File: src/hdl/cpu_defines.svh
`ifndef CPU_DEFINES_SVH
`define CPU_DEFINES_SVH

// Data and instruction width.
`define WORD_W 32

// Both memories hold 1024 words.
`define IM_DEPTH 1024
`define DM_DEPTH 1024

// Word address width of either memory.
`define ADDR_W 10

`define REG_CNT 16
`define REG_W 4

// First instruction of every program, as a word address.
`define PC_START 'h80

`endif

File: src/hdl/ctrl_pkg.sv
package ctrl_pkg;

  typedef enum logic [2:0] {
    IDLE,
    FETCH,
    DECODE,
    EXECUTE,
    MEMORY,
    WRITEBACK,
    HALTED
  } cpu_state_e;

  typedef enum logic [2:0] {
    ALU_ADD,
    ALU_SUB,
    ALU_AND,
    ALU_OR,
    ALU_XOR,
    ALU_SLT
  } alu_op_e;

endpackage

File: src/hdl/isa_pkg.sv
`include "cpu_defines.svh"

package isa_pkg;

  typedef logic [`WORD_W-1:0] word_t;

  // Encodings of the eleven instructions.
  typedef enum logic [5:0] {
    OP_ADD  = 6'h01,
    OP_SUB  = 6'h02,
    OP_AND  = 6'h03,
    OP_OR   = 6'h04,
    OP_XOR  = 6'h05,
    OP_SLT  = 6'h06,
    OP_ADDI = 6'h08,
    OP_LW   = 6'h10,
    OP_SW   = 6'h11,
    OP_BEQ  = 6'h18,
    OP_HALT = 6'h3f
  } opcode_e;

  // All instructions share one format.
  // ALU ops use rd = rs op rt, ADDI and LW write rd from rs + imm.
  // SW stores rt at rs + imm, BEQ compares rs with rt.
  typedef struct packed {
    opcode_e            opcode;
    logic [3:0]         rd;
    logic [3:0]         rs;
    logic [3:0]         rt;
    logic signed [13:0] imm;
  } instr_t;

endpackage

File: src/hdl/cpu_control.sv
`include "cpu_defines.svh"

module cpu_control import isa_pkg::*, ctrl_pkg::*; (
  input  logic               clk,
  input  logic               rst,
  input  logic               start,
  output logic               busy,
  output logic               halted,
  input  logic               im_load_we,
  input  logic [`ADDR_W-1:0] im_load_addr,
  input  instr_t             im_load_data,
  input  logic               dm_host_we,
  input  logic               dm_host_re,
  input  logic [`ADDR_W-1:0] dm_host_addr,
  input  word_t              dm_host_wdata,
  output logic               im_enable,
  output logic               im_read,
  output logic               im_write,
  output logic [`ADDR_W-1:0] im_address,
  output instr_t             im_wdata,
  input  instr_t             instruction,
  output logic               dm_enable,
  output logic               dm_read,
  output logic               dm_write,
  output logic [`ADDR_W-1:0] dm_address,
  output word_t              dm_wdata,
  input  word_t              dm_rdata,
  output logic [`REG_W-1:0]  rs_idx,
  output logic [`REG_W-1:0]  rt_idx,
  output logic [`REG_W-1:0]  rd_idx,
  output logic               reg_we,
  output word_t              rd_data,
  input  word_t              rs_data,
  input  word_t              rt_data,
  output alu_op_e            alu_op,
  output word_t              alu_b,
  input  word_t              alu_result,
  input  logic               alu_zero
);

  cpu_state_e state;
  word_t      pc;
  instr_t     ir;
  word_t      alu_out;
  word_t      imm_ext;
  logic       use_imm;
  logic       exec_op;

  assign busy    = !(state inside {IDLE, HALTED});
  assign halted  = (state == HALTED);
  assign imm_ext = word_t'($signed(ir.imm));

  always_comb begin
    alu_op  = ALU_ADD;
    use_imm = 1'b0;
    case (ir.opcode)
      OP_SUB, OP_BEQ: alu_op = ALU_SUB;
      OP_AND: alu_op = ALU_AND;
      OP_OR: alu_op = ALU_OR;
      OP_XOR: alu_op = ALU_XOR;
      OP_SLT: alu_op = ALU_SLT;
      OP_ADDI, OP_LW, OP_SW: use_imm = 1'b1;
      default: ;
    endcase
  end

  // HALT and unknown opcodes both stop the core after decode.
  always_comb begin
    case (instruction.opcode)
      OP_ADD, OP_SUB, OP_AND, OP_OR, OP_XOR, OP_SLT,
      OP_ADDI, OP_LW, OP_SW, OP_BEQ: exec_op = 1'b1;
      default: exec_op = 1'b0;
    endcase
  end

  assign rs_idx  = ir.rs;
  assign rt_idx  = ir.rt;
  assign rd_idx  = ir.rd;
  assign reg_we  = (state == WRITEBACK);
  assign rd_data = (ir.opcode == OP_LW) ? dm_rdata : alu_out;
  assign alu_b   = use_imm ? imm_ext : rt_data;

  always_comb begin
    im_enable  = 1'b0;
    im_read    = 1'b0;
    im_write   = 1'b0;
    im_address = pc[`ADDR_W-1:0];
    im_wdata   = im_load_data;
    dm_enable  = 1'b0;
    dm_read    = 1'b0;
    dm_write   = 1'b0;
    dm_address = alu_out[`ADDR_W-1:0];
    dm_wdata   = rt_data; // Store data of SW.
    if (!busy) begin // The host owns both memories.
      im_enable  = im_load_we;
      im_write   = im_load_we;
      im_address = im_load_addr;
      dm_enable  = dm_host_we || dm_host_re;
      dm_read    = dm_host_re;
      dm_write   = dm_host_we;
      dm_address = dm_host_addr;
      dm_wdata   = dm_host_wdata;
    end else if (state == FETCH) begin
      im_enable = 1'b1;
      im_read   = 1'b1;
    end else if (state == MEMORY) begin
      dm_enable = 1'b1;
      dm_read   = (ir.opcode == OP_LW);
      dm_write  = (ir.opcode == OP_SW);
    end
  end

  always_ff @(posedge clk) begin
    if (rst) begin
      state <= IDLE;
      pc    <= word_t'(`PC_START);
      ir    <= '0;
    end else begin
      case (state)
        IDLE, HALTED: begin
          if (start) begin
            state <= FETCH;
            pc    <= word_t'(`PC_START);
          end
        end
        FETCH: state <= DECODE;
        DECODE: begin
          ir    <= instruction;
          pc    <= pc + 1'b1;
          state <= exec_op ? EXECUTE : HALTED;
        end
        EXECUTE: begin
          if (ir.opcode == OP_BEQ) begin
            state <= FETCH;
            if (alu_zero) begin
              pc <= pc + imm_ext; // The PC already points past the branch.
            end
          end else if (ir.opcode inside {OP_LW, OP_SW}) begin
            state <= MEMORY;
          end else begin
            state <= WRITEBACK;
          end
        end
        MEMORY: state <= (ir.opcode == OP_LW) ? WRITEBACK : FETCH;
        WRITEBACK: state <= FETCH;
        default: state <= IDLE;
      endcase
    end
  end

  always_ff @(posedge clk) begin
    if (state == EXECUTE) begin
      alu_out <= alu_result;
    end
  end

  a_pc_in_range: assert property (
    @(posedge clk) disable iff (rst) (state == FETCH) |-> (pc < `IM_DEPTH)
  );

  a_no_host_when_busy: assert property (
    @(posedge clk) disable iff (rst) busy |-> !(im_load_we || dm_host_we || dm_host_re)
  );

endmodule

File: config.mk
export PLATFORM = sky130hd
export DESIGN_NAME = cpu_control
export DESIGN_NICKNAME = d
export VERILOG_FILES = /design/src/hdl/ctrl_pkg.sv /design/src/hdl/isa_pkg.sv /design/src/hdl/cpu_control.sv
export VERILOG_INCLUDE_DIRS = /design/src /design/src/hdl
export SDC_FILE = /design/constraint.sdc
export NUM_CORES = 1
export LEC_CHECK = 0
export ABC_AREA = 1
export BUFFER_PORTS_ARGS = -buffer_cell sky130_fd_sc_hd__buf_4
export CAP_MARGIN = 0
export CORE_AREA = 2 2 164 166
export DETAILED_ROUTE_END_ITERATION = 16
export DIE_AREA = 0 0 166 168
export PLACE_DENSITY_LB_ADDON = 0.12
export SYNTH_ARGS = -nofsm -noshare
export SYNTH_HDL_FRONTEND = slang
export SYNTH_SLANG_ARGS = --single-unit
File: constraint.sdc
create_clock -name clk -period 3.9 [get_ports clk]
set_input_delay 0.195 -clock clk [delete_from_list [all_inputs] [get_ports clk]]
set_output_delay 0.195 -clock clk [all_outputs]
set_load 0.005 [all_outputs]
==> impl_metrics.py <==
metrics = {
    "layout": {
        "fillers": 2964,
        "drive_gt1_frac": 0.354,
        "fin_nets": 1290,
        "multiInputGateArea_um2": 2390,
        "seqCellArea_um2": 1860,
        "final_util": 0.297,
        "fin_area_um2": 7840,
        "syn_to_final_growth_pct": 55.7,
        "final_common_cell": "buf_4",
        "stdcell_count": 1376,
        "final_cell_mix": "buf_4 (333), nand2_1 (264), o21ai_0 (99)",
    },
    "global_route": {
        "grt_pass1_wl_mm": 33.7,
        "grt_pass1_vias": 5672,
        "grt-ovfl-total": 0,
        "antenna_found_initial": 3,
        "grt_use_total": 0.158,
        "grt_max_degree": 56,
    },
    "power_and_ir_drop": {
        "cellPowerDensity_nw_per_um2": 637,
        "swShare": 0.430,
        "pwr-share-comb": 0.601,
        "p_int_mw": 2.85,
        "p_leak_nw": 3.98,
        "power.switching_mw": 2.15,
        "seqPwrFrac": 0.224,
        "clockPowerShare": 0.175,
        "finalPower_mw": 4.99,
        "vdd_ir_drop_max_mv": 0.219,
    },
    "sta": {
        "fin_ws_ps": 1090,
        "timing.hold.ws_ps": 26.6,
        "period_share": 0.721,
        "worstMarginPinSlew_ps": 934,
        "slew_headroom": 0.376,
        "fin_tns_setup_ps": 0,
        "setup_violations": 0,
        "rsz0062_at_grt": "false",
        "final_max_slew_viol_count": 0,
        "period_needed_ps": 2810,
        "max_freq_ghz": 0.356,
        "finClkSkew_ps": 6.65,
        "finalHoldViolations": 0,
    },
    "floorplan": {
        "core_area_um2": 26400,
        "die_x_um": 166,
        "placementRows": 60,
        "io_pins": 423,
        "dieArea_um2": 27900,
        "die_y_um": 168,
        "start_util": 0.191,
    },
    "clocking": {
        "root_buffer": "clkbuf_16",
        "cts_buffers": 9,
        "cts_buffer_depth": 2,
        "cts.sinks": 77,
        "clock_latency_ps": 340,
        "ctsHtreeMaxLevel": 3,
        "clk_pin_slew_worst_paths_ps": 70,
        "cts_resized": 0,
        "cts_tree": "done",
    },
    "routing": {
        "drc_errors": 0,
        "ant_nets": 0,
        "vias": 5676,
        "drt_pass1_iterations": 4,
        "wire_per_inst_um": 16.2,
        "drt_iter0_markers": 194,
        "vias_per_cell": 4.13,
        "finalWirelength_mm": 22.3,
    },
    "yosys": {
        "ys_seq_area_frac": 0.370,
        "syn_area_um2": 5030,
        "ys.flop_type": "dfxtp_1",
        "synth-edff-count": 32,
        "yosysWarningCount": 0,
        "ys_types": 35,
        "avgSynthCellArea_um2": 6.63,
        "ys_ff_latch": 77,
        "syn_inst": 759,
        "postSynth.asyncResetShare": 0,
        "syn_nets": 1020,
    },
    "job": {
        "maxCapViolations": 0,
    },
    "critical_path": {
        "crit_path_end_kind": "output pin",
        "r2r-end": "state[0]",
        "crit_type": "flop to output pin",
        "r2r_start": "state[1]",
        "r2r_setup_slack_ps": 1490,
        "start_kind": "flop",
        "crit_fanout": 32,
        "rr_worst_depth": 7,
        "required_ps": 3700,
        "arrival_ps": 2620,
    },
    "hold_path": {
        "hold_path.class": "primary input to flop",
        "hp-start": "alu_result[22]",
        "min_path_cells": 1,
        "hold_end": "alu_out[22]",
    },
    "place": {
        "placedCellCount": 1355,
        "gp_congestion": 0.789,
        "io_buffers": 326,
        "placedInstanceArea_um2": 7490,
        "hpwl_mm": 17.5,
        "place_ws_ps": 1350,
    },
    "run_status": {
        "status": "complete, no violations",
    },
}
==> power by group through the flow <==
| stage | combinational [mW] | clock, mW | sequential, mW |
|---|---|---|---|
| global route | 3.37 | 0.952 | 1.14 |
| detailed placement | 3.07 | 0 | 1.14 |
| global placement | 3.09 | 0 | 1.13 |
| finish | 3.00 | 0.874 | 1.12 |
| CTS | 3.08 | 0.918 | 1.12 |
| floorplan | 1.48 | 0 | 1.10 |
==> sequential cells by signal, indices dropped and copies added (netlist names) <==
| signal | cells |
|---|---|
| rt_idx | 4 |
| rd_idx | 4 |
| imm_ext | 14 |
| alu_out | 32 |
| ir | 6 |
| rs_idx | 4 |
| pc | 10 |
| state | 3 |
==> final cells by class <==
type	count	area share
Antenna cell	1	0.000319
Clock buffer	10	0.0292
Clock inverter	6	0.00926
Inverter	82	0.0396
Multi-Input combinational cell	522	0.305
Sequential cell	77	0.238
Tap cell	341	0.0544
Timing Repair Buffer	337	0.324
==> what timing repair did <==
action                    in CTS  in global routing
setup buffers                  0                  0
hold buffers                   0                  4
hold endpoints to repair       0                  4
==> per-layer routing <==
layer / global-route usage / vias up / wire length [µm]
met1: 0.188 / 2540 / 9290
li1: - / 2892 / -
met2: 0.276 / 218 / 10900
met3: 0.0440 / 26 / 1570
met4: 0.0480 / 0 / 463
met5: 0 / - / 0
==> worst max-delay path by stage <==
stage	startpoint	end	slack [ps]	cells after the start
5_1_grt	ir[26]	rd_data[28]	740	8
3_3_place_gp	state[1]	im_address[0]	1380	7
6_report	ir[27]	rd_data[28]	1090	8
4_1_cts	ir[27]	rd_data[28]	970	8
3_5_place_dp	ir[27]	rd_data[28]	1350	8
2_1_floorplan	state[2]	pc[8]	1560	13
==> worst max-delay path: stages, from the launching register on <==
cell and delay (ps):
dfxtp_1 340, nor2_1 100, nand3_1 90, buf_4 350, clkinv_1 680, buf_4 440
nand2_1 70, nand2_1 50, buf_4 140
==> cells by family (layout without fill, tap and decap cells) <==
kind of cell	count (synthesis)	in the layout	synth area share
and+or+nand+nor	373	373	0.305
buffers and inverters	160	435	0.156
AOI/OAI and AO/OA	135	135	0.136
DFF	77	77	0.370
adders and majority gates	10	10	0.0263
xor gates and xnor gates	4	4	0.00696
other	0	1	0
==> Yosys cell counts, types with 2 or more instances <==
cell type / n / area [µm²]
o21ai_1: 6 / 30.0
nand2_4: 3 / 33.8
nor2_1: 66 / 248
nand3b_1: 2 / 15.0
buf_4: 45 / 338
nand3_1: 21 / 105
inv_1: 77 / 289
nor3_1: 3 / 15.0
inv_2: 3 / 11.3
xor2_1: 2 / 17.5
ha_1: 9 / 113
dfxtp_1: 45 / 901
xnor2_1: 2 / 17.5
o21ai_0: 99 / 495
nand4_1: 2 / 12.5
nand2_1: 264 / 991
nand2_2: 5 / 31.3
buf_2: 9 / 45.0
clkbuf_1: 24 / 90.1
a21oi_1: 26 / 130
edfxtp_1: 32 / 961
Power figures use the tool's default switching activity.
